==> config.mk <==
export PLATFORM = sky130hd
export DESIGN_NAME = io_serdes
export DESIGN_NICKNAME = d
export VERILOG_FILES = /design/src/hdl/serdes_pkg.sv /design/src/hdl/link_ctrl_if.sv /design/src/hdl/serdes_link_ctrl.sv /design/src/hdl/serdes_tx.sv /design/src/hdl/serdes_rx.sv /design/src/hdl/io_serdes.sv
export SDC_FILE = /design/constraint.sdc
export NUM_CORES = 1
export LEC_CHECK = 0
export BUFFER_PORTS_ARGS = -buffer_cell sky130_fd_sc_hd__buf_2
export CORE_MARGIN = 10
export CORE_UTILIZATION = 40
export DETAILED_ROUTE_END_ITERATION = 12
export PLACE_DENSITY = 0.68
export SKIP_LAST_GASP = 1
export SYNTH_ARGS = -nofsm -noshare
export SYNTH_HDL_FRONTEND = slang
export SYNTH_SLANG_ARGS = --single-unit
==> constraint.sdc <==
create_clock -name ioclk -period 3.2 [get_ports ioclk]
set_input_delay 0.96 -clock ioclk [delete_from_list [all_inputs] [get_ports ioclk]]
set_output_delay 0.96 -clock ioclk [all_outputs]
set_load 0.01 [all_outputs]
==> src/hdl/serdes_pkg.sv <==
package serdes_pkg;

  ////////////////////////////////////////
  // Stream and link widths
  ////////////////////////////////////////
  localparam int DATA_W     = 32;
  localparam int STRB_W     = DATA_W / 8;
  localparam int CLK_RATIO  = 4;                      // ioclk cycles per core beat
  localparam int PHASE_W    = $clog2(CLK_RATIO);
  localparam int DATA_LANES = DATA_W / CLK_RATIO;
  localparam int SERIAL_W   = DATA_LANES + 4;         // data + strb, keep, id/user, fc

  // Lane positions above the data lanes
  localparam int STRB_LANE = DATA_LANES;
  localparam int KEEP_LANE = DATA_LANES + 1;
  localparam int IDU_LANE  = DATA_LANES + 2;
  localparam int FC_LANE   = DATA_LANES + 3;

  localparam logic [PHASE_W-1:0] LAST_PHASE = PHASE_W'(CLK_RATIO - 1);

  ////////////////////////////////////////
  // Config space
  ////////////////////////////////////////
  localparam int ADDR_W = 15;
  localparam logic [9:0] CTRL_OFFSET = 10'd0;         // word offset, addr[11:2]
  localparam int RXEN_BIT = 0;
  localparam int TXEN_BIT = 1;

  typedef enum logic {
    LINK_OFF = 1'b0,
    LINK_ON  = 1'b1
  } link_state_e;

  typedef struct packed {
    logic [DATA_W-1:0] tdata;
    logic [STRB_W-1:0] tstrb;
    logic [STRB_W-1:0] tkeep;
    logic [1:0]        tid;
    logic [1:0]        tuser;
    logic              tlast;
    logic              tvalid;
    logic              tready;
  } axis_beat_t;

endpackage

==> src/hdl/link_ctrl_if.sv <==
`timescale 1ns/1ps

interface link_ctrl_if;

  logic [serdes_pkg::PHASE_W-1:0] phase_cnt;   // Core beat phase
  serdes_pkg::link_state_e        txen;
  serdes_pkg::link_state_e        rxen;
  logic                           rx_received; // Partner heard at least once

  modport ctrl (
    output phase_cnt, txen, rxen,
    input  rx_received
  );

  modport tx (
    input phase_cnt, txen
  );

  modport rx (
    input  phase_cnt, txen, rxen,
    output rx_received
  );

endinterface

==> src/hdl/serdes_link_ctrl.sv <==
`timescale 1ns/1ps

module serdes_link_ctrl (
  input  logic                            ioclk,
  input  logic                            axis_rst_n,
  input  logic                            axi_awvalid,
  input  logic [serdes_pkg::ADDR_W-1:0]   axi_awaddr,
  output logic                            axi_awready,
  input  logic                            axi_wvalid,
  input  logic [serdes_pkg::DATA_W-1:0]   axi_wdata,
  input  logic [serdes_pkg::STRB_W-1:0]   axi_wstrb,
  output logic                            axi_wready,
  output logic                            axi_arready,
  output logic                            axi_rvalid,
  output logic [serdes_pkg::DATA_W-1:0]   axi_rdata,
  input  logic                            cc_is_enable,
  link_ctrl_if.ctrl                       link
);

  logic                           wr_hit;
  logic                           ctrl_sel;
  logic                           rxen_ctl;
  logic                           txen_ctl;
  logic [serdes_pkg::PHASE_W-1:0] phase_cnt;
  serdes_pkg::link_state_e        rxen_q;
  serdes_pkg::link_state_e        txen_q;

  ////////////////////////////////////////
  // AXI-lite config port
  ////////////////////////////////////////
  assign wr_hit   = axi_awvalid & axi_wvalid & cc_is_enable;
  assign ctrl_sel = (axi_awaddr[11:2] == serdes_pkg::CTRL_OFFSET) & axi_wstrb[0];

  assign axi_awready = wr_hit;   // Single-cycle accept
  assign axi_wready  = wr_hit;
  assign axi_arready = 1'b1;
  assign axi_rvalid  = 1'b1;

  always_comb begin
    axi_rdata = '0;
    axi_rdata[serdes_pkg::RXEN_BIT] = rxen_ctl;
    axi_rdata[serdes_pkg::TXEN_BIT] = txen_ctl;
  end

  always_ff @(posedge ioclk or negedge axis_rst_n) begin
    if (!axis_rst_n) begin
      rxen_ctl <= 1'b0;
      txen_ctl <= 1'b0;
    end else if (wr_hit && ctrl_sel) begin
      rxen_ctl <= axi_wdata[serdes_pkg::RXEN_BIT];
      txen_ctl <= axi_wdata[serdes_pkg::TXEN_BIT];
    end
  end

  ////////////////////////////////////////
  // Phase counter and sticky enables
  ////////////////////////////////////////
  always_ff @(posedge ioclk or negedge axis_rst_n) begin
    if (!axis_rst_n) begin
      phase_cnt <= '0;
    end else begin
      phase_cnt <= phase_cnt + 1'b1;   // Wraps after last phase
    end
  end

  always_ff @(posedge ioclk or negedge axis_rst_n) begin
    if (!axis_rst_n) begin
      rxen_q <= serdes_pkg::LINK_OFF;
      txen_q <= serdes_pkg::LINK_OFF;
    end else begin
      if (rxen_ctl)
        rxen_q <= serdes_pkg::LINK_ON;
      // Partner traffic also opens tx, so our ready reaches it
      if (phase_cnt == serdes_pkg::LAST_PHASE && (txen_ctl || link.rx_received))
        txen_q <= serdes_pkg::LINK_ON;
    end
  end

  assign link.phase_cnt = phase_cnt;
  assign link.rxen      = rxen_q;
  assign link.txen      = txen_q;

  a_heard_needs_rxen: assert property (
    @(posedge ioclk) disable iff (!axis_rst_n)
    link.rx_received |-> rxen_q == serdes_pkg::LINK_ON
  );

endmodule

==> src/hdl/serdes_tx.sv <==
`timescale 1ns/1ps

module serdes_tx (
  input  logic                              ioclk,
  input  logic                              axis_rst_n,
  input  serdes_pkg::axis_beat_t            beat_in,
  input  logic                              is_as_tready,
  link_ctrl_if.tx                           link,
  output logic [serdes_pkg::SERIAL_W-1:0]   serial_txd
);

  logic                             capture;
  serdes_pkg::axis_beat_t           beat_q;
  logic [serdes_pkg::CLK_RATIO-1:0] lane_nib [serdes_pkg::SERIAL_W];

  // One capture per core beat, at the last phase
  assign capture = (link.txen == serdes_pkg::LINK_ON) &&
                   (link.phase_cnt == serdes_pkg::LAST_PHASE);

  ////////////////////////////////////////
  // Beat capture
  ////////////////////////////////////////
  always_ff @(posedge ioclk or negedge axis_rst_n) begin
    if (!axis_rst_n) begin
      beat_q <= '0;   // Stays zero until txen
    end else if (capture) begin
      beat_q        <= beat_in;
      beat_q.tvalid <= beat_in.tvalid & is_as_tready; // Only send what partner can take
    end
  end

  ////////////////////////////////////////
  // Nibble per lane
  ////////////////////////////////////////
  always_comb begin
    for (int k = 0; k < serdes_pkg::DATA_LANES; k++) begin
      lane_nib[k] = beat_q.tdata[serdes_pkg::CLK_RATIO*k +: serdes_pkg::CLK_RATIO];
    end
    lane_nib[serdes_pkg::STRB_LANE] = beat_q.tstrb;
    lane_nib[serdes_pkg::KEEP_LANE] = beat_q.tkeep;
    lane_nib[serdes_pkg::IDU_LANE]  = {beat_q.tid, beat_q.tuser};
    lane_nib[serdes_pkg::FC_LANE]   = {1'b0, beat_q.tlast, beat_q.tvalid, beat_q.tready};
  end

  // Bit p of each nibble goes out in phase p
  always_comb begin
    for (int l = 0; l < serdes_pkg::SERIAL_W; l++) begin
      serial_txd[l] = lane_nib[l][link.phase_cnt];
    end
  end

  a_txd_quiet_off: assert property (
    @(posedge ioclk) disable iff (!axis_rst_n)
    link.txen == serdes_pkg::LINK_OFF |-> serial_txd == '0
  );

endmodule

==> src/hdl/serdes_rx.sv <==
`timescale 1ns/1ps

module serdes_rx (
  input  logic                              ioclk,
  input  logic                              axis_rst_n,
  input  logic [serdes_pkg::SERIAL_W-1:0]   serial_rxd,
  link_ctrl_if.rx                           link,
  output serdes_pkg::axis_beat_t            beat_out,
  output logic                              is_as_tready
);

  logic                             last_phase;
  logic                             publish;
  logic                             fc_hit;
  logic                             rcv_next;
  logic                             rx_received;
  logic [serdes_pkg::CLK_RATIO-2:0] lane_sh  [serdes_pkg::SERIAL_W];
  logic [serdes_pkg::CLK_RATIO-1:0] lane_nib [serdes_pkg::SERIAL_W];
  serdes_pkg::axis_beat_t           rx_word;

  assign last_phase = link.phase_cnt == serdes_pkg::LAST_PHASE;
  assign publish    = last_phase && (link.rxen == serdes_pkg::LINK_ON);

  ////////////////////////////////////////
  // Lane shift-in
  ////////////////////////////////////////
  always_ff @(posedge ioclk) begin
    if (link.rxen == serdes_pkg::LINK_ON && !last_phase) begin
      for (int l = 0; l < serdes_pkg::SERIAL_W; l++) begin
        lane_sh[l][link.phase_cnt] <= serial_rxd[l];
      end
    end
  end

  // Last bit taken straight from the line
  always_comb begin
    for (int l = 0; l < serdes_pkg::SERIAL_W; l++) begin
      lane_nib[l] = {serial_rxd[l], lane_sh[l]};
    end
  end

  always_comb begin
    for (int k = 0; k < serdes_pkg::DATA_LANES; k++) begin
      rx_word.tdata[serdes_pkg::CLK_RATIO*k +: serdes_pkg::CLK_RATIO] = lane_nib[k];
    end
    rx_word.tstrb = lane_nib[serdes_pkg::STRB_LANE];
    rx_word.tkeep = lane_nib[serdes_pkg::KEEP_LANE];
    {rx_word.tid, rx_word.tuser} = lane_nib[serdes_pkg::IDU_LANE];
    {rx_word.tlast, rx_word.tvalid, rx_word.tready} = lane_nib[serdes_pkg::FC_LANE][2:0];
  end

  assign fc_hit   = publish && (lane_nib[serdes_pkg::FC_LANE] != '0);
  assign rcv_next = rx_received | fc_hit;

  ////////////////////////////////////////
  // Publish, partner detect, ready
  ////////////////////////////////////////
  always_ff @(posedge ioclk or negedge axis_rst_n) begin
    if (!axis_rst_n) begin
      beat_out     <= '0;
      rx_received  <= 1'b0;
      is_as_tready <= 1'b0;
    end else begin
      if (publish)
        beat_out <= rx_word;
      rx_received <= rcv_next;   // Sticky
      if (last_phase && link.txen == serdes_pkg::LINK_ON)
        is_as_tready <= rcv_next ? rx_word.tready : 1'b1; // High until partner heard
    end
  end

  assign link.rx_received = rx_received;

  a_ready_low_no_tx: assert property (
    @(posedge ioclk) disable iff (!axis_rst_n)
    link.txen == serdes_pkg::LINK_OFF |-> !is_as_tready
  );

endmodule

==> src/hdl/io_serdes.sv <==
`timescale 1ns/1ps

module io_serdes (
  input  logic                              ioclk,
  input  logic                              axis_rst_n,
  // AXI-lite config
  input  logic                              axi_awvalid,
  input  logic [serdes_pkg::ADDR_W-1:0]     axi_awaddr,
  output logic                              axi_awready,
  input  logic                              axi_wvalid,
  input  logic [serdes_pkg::DATA_W-1:0]     axi_wdata,
  input  logic [serdes_pkg::STRB_W-1:0]     axi_wstrb,
  output logic                              axi_wready,
  input  logic                              axi_arvalid,  // Reads return ctrl word
  input  logic [serdes_pkg::ADDR_W-1:0]     axi_araddr,
  output logic                              axi_arready,
  output logic                              axi_rvalid,
  output logic [serdes_pkg::DATA_W-1:0]     axi_rdata,
  input  logic                              axi_rready,
  input  logic                              cc_is_enable,
  // Stream in
  input  logic [serdes_pkg::DATA_W-1:0]     as_is_tdata,
  input  logic [serdes_pkg::STRB_W-1:0]     as_is_tstrb,
  input  logic [serdes_pkg::STRB_W-1:0]     as_is_tkeep,
  input  logic                              as_is_tlast,
  input  logic [1:0]                        as_is_tid,
  input  logic                              as_is_tvalid,
  input  logic [1:0]                        as_is_tuser,
  input  logic                              as_is_tready,
  // Serial lanes
  output logic [serdes_pkg::SERIAL_W-1:0]   serial_txd,
  input  logic [serdes_pkg::SERIAL_W-1:0]   serial_rxd,
  // Stream out
  output logic [serdes_pkg::DATA_W-1:0]     is_as_tdata,
  output logic [serdes_pkg::STRB_W-1:0]     is_as_tstrb,
  output logic [serdes_pkg::STRB_W-1:0]     is_as_tkeep,
  output logic                              is_as_tlast,
  output logic [1:0]                        is_as_tid,
  output logic                              is_as_tvalid,
  output logic [1:0]                        is_as_tuser,
  output logic                              is_as_tready
);

  serdes_pkg::axis_beat_t tx_beat;
  serdes_pkg::axis_beat_t rx_beat;

  link_ctrl_if link ();

  assign tx_beat = {as_is_tdata, as_is_tstrb, as_is_tkeep, as_is_tid, as_is_tuser,
                    as_is_tlast, as_is_tvalid, as_is_tready};

  assign is_as_tdata  = rx_beat.tdata;
  assign is_as_tstrb  = rx_beat.tstrb;
  assign is_as_tkeep  = rx_beat.tkeep;
  assign is_as_tid    = rx_beat.tid;
  assign is_as_tuser  = rx_beat.tuser;
  assign is_as_tlast  = rx_beat.tlast;
  assign is_as_tvalid = rx_beat.tvalid;   // Partner tready stays inside rx

  serdes_link_ctrl i_link_ctrl (
    .ioclk, .axis_rst_n,
    .axi_awvalid, .axi_awaddr, .axi_awready,
    .axi_wvalid, .axi_wdata, .axi_wstrb, .axi_wready,
    .axi_arready, .axi_rvalid, .axi_rdata,
    .cc_is_enable,
    .link (link.ctrl)
  );

  serdes_tx i_tx (
    .ioclk, .axis_rst_n,
    .beat_in      (tx_beat),
    .is_as_tready (is_as_tready),
    .link         (link.tx),
    .serial_txd   (serial_txd)
  );

  serdes_rx i_rx (
    .ioclk, .axis_rst_n,
    .serial_rxd   (serial_rxd),
    .link         (link.rx),
    .beat_out     (rx_beat),
    .is_as_tready (is_as_tready)
  );

endmodule

==> results.json, run 1 <==
{
  "ios": 227,
  "htree_levels": 4,
  "slew_headroom": 0.6429,
  "cap_violations": 0,
  "cts_hold_buf": 0,
  "whs_ps": 455.5,
  "slowest_stage": "mux4_2",
  "synthMuxAreaShare": 0.2434,
  "clockBufferDepth": 2,
  "rrSetupSlack_ps": 1290,
  "drtIter0Drc": 74,
  "place_ws_ps": 833.3,
  "clock_skew_ps": 5.006,
  "leakagePower_nw": 3.305,
  "tightestPinTransition_ps": 535.6,
  "area_growth_pct": 24.93,
  "hold_path_end": "i_rx.beat_out[19]$_DFFE_PN0P_",
  "drt_pass1_iterations": 4,
  "endpoint_kind": "output pin",
  "start_kind": "flop",
  "synth.top_cells.by_count": "dfrtp_1 (101), mux2_2 (76), edfxtp_1 (36), buf_4 (35)",
  "postSynthAreaPerCell_um2": 17.13,
  "clk_latency_ps": 410,
  "worst-r2r-cell-count": 5,
  "synth-adder-area-share": 0.009074,
  "cts_sinks": 137,
  "yosys_warnings": 0,
  "rows": 42,
  "hold_violations": 0,
  "grt_use_total": 0.1312,
  "rr_startpoint": "i_link_ctrl.link.phase_cnt[1]$_DFF_PN0_",
  "place_hpwl_mm": 8.693,
  "post_drt_wl_per_cell_um": 18.03,
  "core_area_mm2": 0.01340,
  "synthTopCellsByArea": "dfrtp_1 (46%), edfxtp_1 (20%), mux2_2 (16%)",
  "drtAntennaViolNets": 0,
  "post-route-period-util": 0.8665,
  "period_needed_ps": 2773,
  "synth_compound_area_frac": 0.005898,
  "vias_per_cell": 4.637,
  "grt_pass1_wl_mm": 18.88,
  "instances_no_fill": 662,
  "cts.clk_slew.worst_paths_ps": 60,
  "synth_edf_count": 36,
  "ys.flop_type": "dfrtp_1",
  "die_w_um": 137.4,
  "worstPathRequired_ps": 2240,
  "synth_cell_types": 27,
  "numCtsBuffers": 17,
  "status": "finished, final reports clean",
  "vias": 3070,
  "crit_fanout": 13,
  "drcViolationCount": 0,
  "ys_ff_latch": 137,
  "nets": 609,
  "postSynthCellCount": 322,
  "post-cts-setup-buffer-count": 0,
  "drive_gt1_frac": 0.5658,
  "setup_slack_ps": 427.2,
  "fmax_mhz": 360.6,
  "synth_area_mm2": 0.005515,
  "tritoncts": "done",
  "die_h_um": 137.4,
  "max_stage_delay_ps": 550,
  "grt_pass1_vias": 3523,
  "p_total_mw": 4.239,
  "yosys.area.top_type": "dfrtp_1",
  "r2r-end": "i_tx.beat_q[18]$_DFFE_PN0P_",
  "num_antenna_cells": 0,
  "cts.repair.resized": 0,
  "setup_tns_ps": 0,
  "path_cells": "buf_4 > mux4_2 > buf_2",
  "final_max_slew_viol_count": 0,
  "whs_path_depth": 1,
  "synthSimpleGateAreaFrac": 0.01815,
  "antenna_found_initial": 0,
  "setup_violations": 0,
  "synth_xor_area_frac": 0,
  "dp.cells": 630,
  "wl_mm": 11.94,
  "cts-root-buf": "clkbuf_16",
  "port_buffers": 139,
  "gr-total-overflow": 0,
  "ir_worst_vdd_mv": 0.5782,
  "grt_max_degree": 48,
  "rsz0062_at_grt": "false",
  "start_util": 0.4116,
  "worstHoldStart": "i_rx.lane_sh[1][0]$_DFFE_PP_",
  "synth_top_family_by_area": "multiplexers",
  "gp_congestion": 0.6969,
  "crit_arrival_ps": 1810,
  "async_reset_ff_frac": 0.7372,
  "die_area_mm2": 0.01889,
  "p_per_area_mw_per_mm2": 615.2,
  "worstSetupPathType": "flop to output pin",
  "synthMostInstantiatedCell": "dfrtp_1",
  "yosysTopAreaCellShare": 0.4583,
  "ys_seq_area_frac": 0.6543,
  "hold_path.class": "flop to flop"
}
state kept, by name (all words and copies together) (netlist names):
register                    count
i_rx.beat_out                  46
i_link_ctrl.rxen_ctl            1
i_link_ctrl.link.phase_cnt      2
i_link_ctrl.link.rxen           1
i_rx.link.rx_received           1
i_link_ctrl.link.txen           1
i_tx.beat_q                    47
i_link_ctrl.txen_ctl            1
i_rx.is_as_tready               1
i_rx.lane_sh                   36
metal layers:
layer	GRT usage	wire (µm)	vias to the layer above
met5	0	0	-
met4	0.04040	113	0
met3	0.07902	1518	7
met2	0.2060	5671	115
met1	0.1460	4634	1549
li1	-	-	1399
final cells by class:
cell class,instances,area [µm²]
well taps,176,220.2
clock inverters,10,117.6
repair buffers,149,810.8
multi-input cells,166,1650
flip-flops and latches,137,3608
fillers,1143,6510
clock buffers,22,475.5
inverters,2,7.507
stage by stage:
step                instance area (µm²)    util
global route                       6890  0.5142
finish                             6890  0.5142
CTS                                6890  0.5142
floorplan                          5628       -
detailed placement                 6297  0.4699
global placement                   6297  0.4699
critical path, delay by kind of cell, from the launching register on:
kind | cells | cell delay (ps)
buffers and inverters | 2 | 470
flip-flops | 1 | 380
multiplexers | 1 | 550
worst max-delay path by stage:
stage,start,endpoint,slack [ps],depth (start not counted)
final,i_link_ctrl.link.phase_cnt[0]$_DFF_PN0_,serial_txd[1],430,3
after global routing,i_link_ctrl.link.phase_cnt[0]$_DFF_PN0_,serial_txd[1],310,3
after CTS,i_link_ctrl.link.phase_cnt[0]$_DFF_PN0_,serial_txd[1],370,3
after detailed placement,i_link_ctrl.link.phase_cnt[0]$_DFF_PN0_,serial_txd[1],830,3
after global placement,cc_is_enable,axi_wready,860,3
after floorplan,cc_is_enable,axi_wready,910,2
placed cells by master (no fill, tap or decap), types with 2 or more instances in the layout:
master,instances
buf_2,138
dfrtp_1,101
mux2_2,76
edfxtp_1,36
conb_1,32
clkbuf_16,18
mux4_2,11
mux2_1,11
buf_4,8
mux2_4,7
ha_1,4
clkinvlp_4,4
and2_1,3
nor4_1,3
o21ai_0,3
clkbuf_1,3
buf_12,3
nand2_2,2
inv_1,2
a21oi_1,2
nand2_1,2
clkinv_2,2
bufinv_16,2
power breakdown:
group	total, mW	switching [mW]	internal [mW]	leakage, nW
logic	0.347	0.173	0.175	1.45
clock network	1.93	0.716	1.21	0.278
registers	1.96	0.0537	1.91	1.58
total	4.24	0.942	3.30	3.31
logic make-up (layout without fill, tap and decap cells):
| logic type | after synthesis | in the layout |
|---|---|---|
| compound gates | 6 | 6 |
| fa+ha+maj | 4 | 4 |
| buf+inv | 49 | 183 |
| flops | 137 | 137 |
| mux | 106 | 106 |
| other cells | 2 | 32 |
| simple gates | 18 | 18 |
No activity file was read; power rests on OpenSTA's default activity.
==> inputs of run 2 (changes only) <==
--- a/config.mk
+++ b/config.mk
@@ -6,9 +6,12 @@
 export NUM_CORES = 1
 export LEC_CHECK = 0
+export ABC_AREA = 1
 export BUFFER_PORTS_ARGS = -buffer_cell sky130_fd_sc_hd__buf_2
+export CELL_PAD_IN_SITES_DETAIL_PLACEMENT = 0
+export CELL_PAD_IN_SITES_GLOBAL_PLACEMENT = 1
 export CORE_MARGIN = 10
-export CORE_UTILIZATION = 40
+export CORE_UTILIZATION = 38
 export DETAILED_ROUTE_END_ITERATION = 12
-export PLACE_DENSITY = 0.68
+export PLACE_DENSITY_LB_ADDON = 0.1
 export SKIP_LAST_GASP = 1
 export SYNTH_ARGS = -nofsm -noshare
==> constraint.sdc (replaced) <==
create_clock -name ioclk -period 3.2 [get_ports ioclk]
set_input_delay 0.32 -clock ioclk [delete_from_list [all_inputs] [get_ports ioclk]]
set_output_delay 0.32 -clock ioclk [all_outputs]
set_load 0.01 [all_outputs]
==> run 2 against run 1 <==
  * Worst setup slack better by 420 ps
  * Area after synthesis is 1.5% higher
  * Utilization is 4.2 points lower
  * Combinational power is 1% higher
  * Non-clock buffer count is 1 lower
  * Register-to-register slack worse by 30 ps
  * Total power is 2.5% lower
  * Design area is 0.84% lower
  * First-iteration DRC count grew to 2.9 times the previous value
  * Via count is 34% higher
  * Wire length is 15% higher
  * Largest power group unchanged
  * Highest routed layer unchanged
==> results.json, run 2 <==
{
  "status": "finished, final reports clean",
  "numCtsBuffers": 17,
  "synth_cell_types": 18,
  "setup_violations": 0,
  "layout_commonest_cell": "nand2_1",
  "synthTopCellsByArea": "dfrtp_1 (45%), nand2_1 (20%), edfxtp_1 (19%)",
  "fmax_mhz": 424.7,
  "endpoint_kind": "output pin",
  "mostFrequentLayoutCells": "nand2_1 (292), buf_2 (138), dfrtp_1 (101), nor2_1 (38), edfxtp_1 (36)",
  "ir_worst_vdd_mv": 0.3639,
  "ys.flop_type": "dfrtp_1",
  "wl_mm": 13.67,
  "postSynthCellCount": 587,
  "clk_latency_ps": 410,
  "cts.clk_slew.worst_paths_ps": 60,
  "post_dp_cell_area_mm2": 0.006284,
  "drive_gt1_frac": 0.2432,
  "fin_area_mm2": 0.006833,
  "cts.repair.resized": 0,
  "synthMostInstantiatedCell": "nand2_1",
  "core_area_mm2": 0.01448,
  "place_hpwl_mm": 9.147,
  "hold_violations": 0,
  "p_total_mw": 4.133,
  "cp_num_cells": 4,
  "largest_reg_flops": 47,
  "cts-root-buf": "clkbuf_16",
  "setup_tns_ps": 0,
  "ios": 227,
  "final_max_slew_viol_count": 0,
  "slew_headroom": 0.2794,
  "grt_pass1_vias": 4446,
  "drtAntennaViolNets": 0,
  "cpLargestDelayFamily": "buffers and inverters",
  "nets": 859,
  "drcViolationCount": 0,
  "synth_area_mm2": 0.005599,
  "grt_use_total": 0.1381,
  "reg.largest.list": "i_tx.beat_q x47, i_rx.beat_out x46, i_rx.lane_sh x36",
  "grt_max_degree": 83,
  "ys_seq_area_frac": 0.6445,
  "clock_skew_ps": 6.489,
  "cpMostUsedCell": "o21ai_0",
  "grt_pass1_wl_mm": 22.30,
  "tritoncts": "done",
  "die_area_mm2": 0.01999,
  "largest_register": "i_tx.beat_q",
  "p_per_area_mw_per_mm2": 604.8,
  "rsz0062_at_grt": "false",
  "synth_edf_count": 36,
  "slowest_stage": "inv_1",
  "crit_buf_inv": 2,
  "crit_fanout": 27,
  "die_w_um": 141.4,
  "die_h_um": 141.4,
  "yosysTopAreaCellShare": 0.4514,
  "port_buffers": 139,
  "drt_pass1_iterations": 4,
  "cts_hold_buf": 0,
  "cap_violations": 0,
  "fin_util": 0.4719,
  "gp_congestion": 0.7552,
  "post_drt_wl_per_cell_um": 14.86,
  "drtIter0Drc": 211,
  "cts_sinks": 137,
  "area_growth_pct": 22.03,
  "htree_levels": 4,
  "leakagePower_nw": 3.548,
  "antenna_found_initial": 0,
  "yosys.area.top_type": "dfrtp_1",
  "worstPathRequired_ps": 2880,
  "num_antenna_cells": 0,
  "period_needed_ps": 2354,
  "async_reset_ff_frac": 0.7372,
  "rows": 44,
  "worstSetupPathType": "flop to output pin",
  "yosys_warnings": 0,
  "fillerInstances": 1462,
  "hold_path.class": "primary input to asynchronous set/reset pin",
  "ys_ff_latch": 137,
  "clockBufferDepth": 2,
  "max_stage_delay_ps": 620,
  "vias_per_cell": 4.470,
  "synth.top_cells.by_count": "nand2_1 (292), dfrtp_1 (101), buf_4 (47), nor2_1 (38), edfxtp_1 (36)",
  "vias": 4112,
  "whs_ps": 79.78,
  "post-route-period-util": 0.7358,
  "start_kind": "flop",
  "start_util": 0.3867,
  "tightestPinTransition_ps": 1081,
  "path_cells": "inv_1 > o21ai_0 > o21ai_0 > buf_2",
  "gr-total-overflow": 0,
  "postSynthAreaPerCell_um2": 9.539,
  "post-cts-setup-buffer-count": 0,
  "crit_arrival_ps": 2030,
  "worst-r2r-cell-count": 5
}
[run 2: cell count changes after synthesis, sizes merged, moves of 4 or more]
cell / before / now
o21ai: 3 / 25
nand2: 4 / 292
nor2: 1 / 38
mux4: 11 / 0
inv: 2 / 10
clkbuf: 0 / 4
o22ai: 0 / 11
buf: 47 / 57
mux2: 94 / 0
[run 2: path summary, 6_finish.rpt]
path,from,endpoint,slack (ps)
worst max register to register,i_link_ctrl.link.phase_cnt[0]$_DFF_PN0_,i_rx.lane_sh[8][0]$_DFFE_PP_,1260
worst max-delay path,i_link_ctrl.link.phase_cnt[0]$_DFF_PN0_,serial_txd[11],850
min in group ioclk,as_is_tuser[0],i_tx.beat_q[3]$_DFFE_PN0P_,100
worst min-delay path,axis_rst_n,i_rx.beat_out[8]$_DFFE_PN0P_,80
worst min register to register,i_rx.lane_sh[8][2]$_DFFE_PP_,i_rx.beat_out[13]$_DFFE_PN0P_,440
max in group asynchronous,axis_rst_n,i_tx.beat_q[43]$_DFFE_PN0P_,2260
[run 2: layout make-up]
class                   count  area, µm²  area share
multi-input cells         409       1642      0.2402
flip-flops and latches    137       3608      0.5281
clock inverters            12      102.6     0.01502
inverters                  10      37.54    0.005494
repair buffers            148      765.7      0.1121
clock buffers              20      446.7     0.06537
well taps                 184      230.2     0.03369
[run 2: stage by stage]
| stage | std cells | setup slack (ps) |
|---|---|---|
| 6_report | 920 | 845.5 |
| 5_1_grt | 920 | 674.2 |
| 4_1_cts | 920 | 811.1 |
| 3_5_place_dp | 888 | 1223 |
| 3_3_place_gp | 888 | 1224 |
| 2_1_floorplan | 617 | 1329 |
[run 2: metal layers]
metal	global-route usage	vias up	part of all wire
met1	0.1643	1928	0.44
met3	0.05174	18	0.074
met5	0	-	0
met2	0.2228	119	0.47
li1	-	2047	-
met4	0.05218	0	0.015
[run 2: where the power goes]
| part | internal [mW] | switching, mW |
|---|---|---|
| clock | 1.08 | 0.728 |
| combinational | 0.145 | 0.207 |
| sequential | 1.91 | 0.0583 |
[run 2: cells by family (layout without fill, tap and decap cells)]
family,after synthesis,count (layout),share of synthesized area
buffers and inverters,71,190,0.08246
adder cells (fa/ha/maj),4,4,0.008939
flip-flops,137,137,0.6445
AO/OA/AOI/OAI,38,38,0.03687
other,2,32,0.001341
AND/OR/NAND/NOR,335,335,0.2259
==> inputs of run 3 (changes only) <==
- CORE_UTILIZATION: 38 -> 32
- clock period: 3.2 -> 1.9 ns (I/O delays scaled with it)
==> run 3 against run 2 <==
  * Worst setup slack worse by 780 ps
  * Combinational power up 97%
  * Global-route usage down 0.96 points
  * Wire length up 5.5%
  * Design area up 11%
  * First-iteration DRC count up 19%
  * Sequential cell count unchanged
  * Clock power up 79%
  * Worst hold slack worse by 59 ps
  * Final cell count up 12%
  * Clock skew up 2.7 ps
==> results.json, run 3 (synthesis gave the netlist of run 2 again) <==
{
  "worstPathRequired_ps": 1710,
  "cap_violations": 0,
  "place_hpwl_mm": 9.993,
  "grt_pass1_vias": 4730,
  "wl_mm": 14.42,
  "die_area_mm2": 0.02319,
  "htree_levels": 4,
  "post_drt_wl_per_cell_um": 14.02,
  "clk_latency_ps": 420,
  "clockBufferDepth": 2,
  "largest_register": "i_tx.beat_q",
  "crit_buf_inv": 3,
  "die_h_um": 152.3,
  "mostFrequentLayoutCells": "nand2_1 (291), buf_2 (138), dfrtp_1 (100), dlygate4sd3_1 (57), nor2_1 (38)",
  "drive_gt1_frac": 0.2450,
  "p_per_area_mw_per_mm2": 951.7,
  "num_antenna_cells": 0,
  "status": "finished, final reports clean",
  "cts.clk_slew.worst_paths_ps": 60,
  "cts-root-buf": "clkbuf_16",
  "numCtsBuffers": 17,
  "hold_path.class": "primary input to flop",
  "reg.largest.list": "i_tx.beat_q x47, i_rx.beat_out x46, i_rx.lane_sh x36",
  "cts_sinks": 137,
  "ir_worst_vdd_mv": 0.5908,
  "nets": 927,
  "port_buffers": 139,
  "leakagePower_nw": 3.865,
  "tritoncts": "done",
  "grt_max_degree": 50,
  "setup_violations": 0,
  "grt_pass1_wl_mm": 24.38,
  "crit_fanout": 11,
  "drt_pass1_iterations": 4,
  "crit_arrival_ps": 1640,
  "drtAntennaViolNets": 0,
  "clock_skew_ps": 9.234,
  "path_cells": "clkinvlp_4 > buf_4 > o21ai_0 > o22ai_1 > buf_2",
  "worstSetupPathType": "flop to output pin",
  "cpLargestDelayFamily": "buffers and inverters",
  "drcViolationCount": 0,
  "slew_headroom": 0.4729,
  "fmax_mhz": 546.1,
  "core_area_mm2": 0.01724,
  "setup_tns_ps": 0,
  "area_growth_pct": 35.89,
  "fin_util": 0.4414,
  "start_util": 0.3248,
  "die_w_um": 152.3,
  "post-route-period-util": 0.9637,
  "drtIter0Drc": 251,
  "dp.cells": 934,
  "start_kind": "flop",
  "ios": 227,
  "vias_per_cell": 4.252,
  "hold_violations": 0,
  "largest_reg_flops": 47,
  "fin_area_mm2": 0.007609,
  "post_dp_cell_area_mm2": 0.006400,
  "endpoint_kind": "output pin",
  "p_total_mw": 7.241,
  "final_max_slew_viol_count": 0,
  "tightestPinTransition_ps": 789.5,
  "period_needed_ps": 1831,
  "grt_use_total": 0.1285,
  "gr-total-overflow": 0,
  "gp_congestion": 0.7440,
  "max_stage_delay_ps": 410,
  "antenna_found_initial": 0,
  "layout_commonest_cell": "nand2_1",
  "vias": 4375,
  "instances_no_fill": 1029,
  "rows": 48,
  "slowest_stage": "dfrtp_2"
}
run 3: worst paths after layout:
path                                                 end  slack (ps)                                     from  cells after the start
hold / removal              i_rx.lane_sh[6][0]$_DFFE_PP_          20                            serial_rxd[6]                      1
setup reg to reg              i_tx.beat_q[3]$_DFFE_PN0P_         180  i_link_ctrl.link.phase_cnt[0]$_DFF_PN0_                      6
setup / recovery                          serial_txd[10]          70  i_link_ctrl.link.phase_cnt[0]$_DFF_PN0_                      5
min in group asynchronous  i_rx.beat_out[10]$_DFFE_PN0P_         290                               axis_rst_n                      2
max in group asynchronous     i_tx.beat_q[5]$_DFFE_PN0P_        1000                               axis_rst_n                      3
hold reg to reg            i_rx.beat_out[21]$_DFFE_PN0P_         440             i_rx.lane_sh[1][2]$_DFFE_PP_                      2
run 3: where the power goes:
part           internal [mW]  switching, mW  leakage, nW  total [mW]
clock network           1.97           1.26        0.290        3.24
logic                  0.325          0.367         2.02       0.692
registers               3.22         0.0953         1.55        3.31
run 3: area by class of cell:
| class | instances | area (µm²) |
|---|---|---|
| timing repair buffer | 216 | 1444 |
| fill | 1683 | 9628 |
| clock buffer | 18 | 439.2 |
| clock inverter | 14 | 146.4 |
| inverter | 10 | 43.79 |
| multi-input combinational | 409 | 1644 |
| sequential | 137 | 3610 |
| tap | 225 | 281.5 |
run 3: per-stage QoR:
step / hold slack, ps / setup slack [ps]
final: 20.43 / 68.88
after detailed placement: 209.3 / 178.2
after global placement: 203.0 / 207.7
after CTS: 0.06903 / 14.36
after global routing: 6.370 / -6.492
after floorplan: -105.6 / 29.42
run 3: layer usage:
metal,vias up,GRT usage,routed length (µm)
li1,2185,-,-
met1,2061,0.1548,6509
met2,118,0.2106,6915
met3,11,0.04459,835
met4,0,0.04127,163
met5,-,0,0
run 3: timing repair:
action / in CTS / in global routing
endpoints found under the setup margin: 9 / 11
cloned: 0 / 0
gates resized for setup: 3 / 2
buffers inserted: 3 / 3
hold endpoints to repair: 103 / 0
pin swaps: 0 / 0
hold buffers: 57 / 0
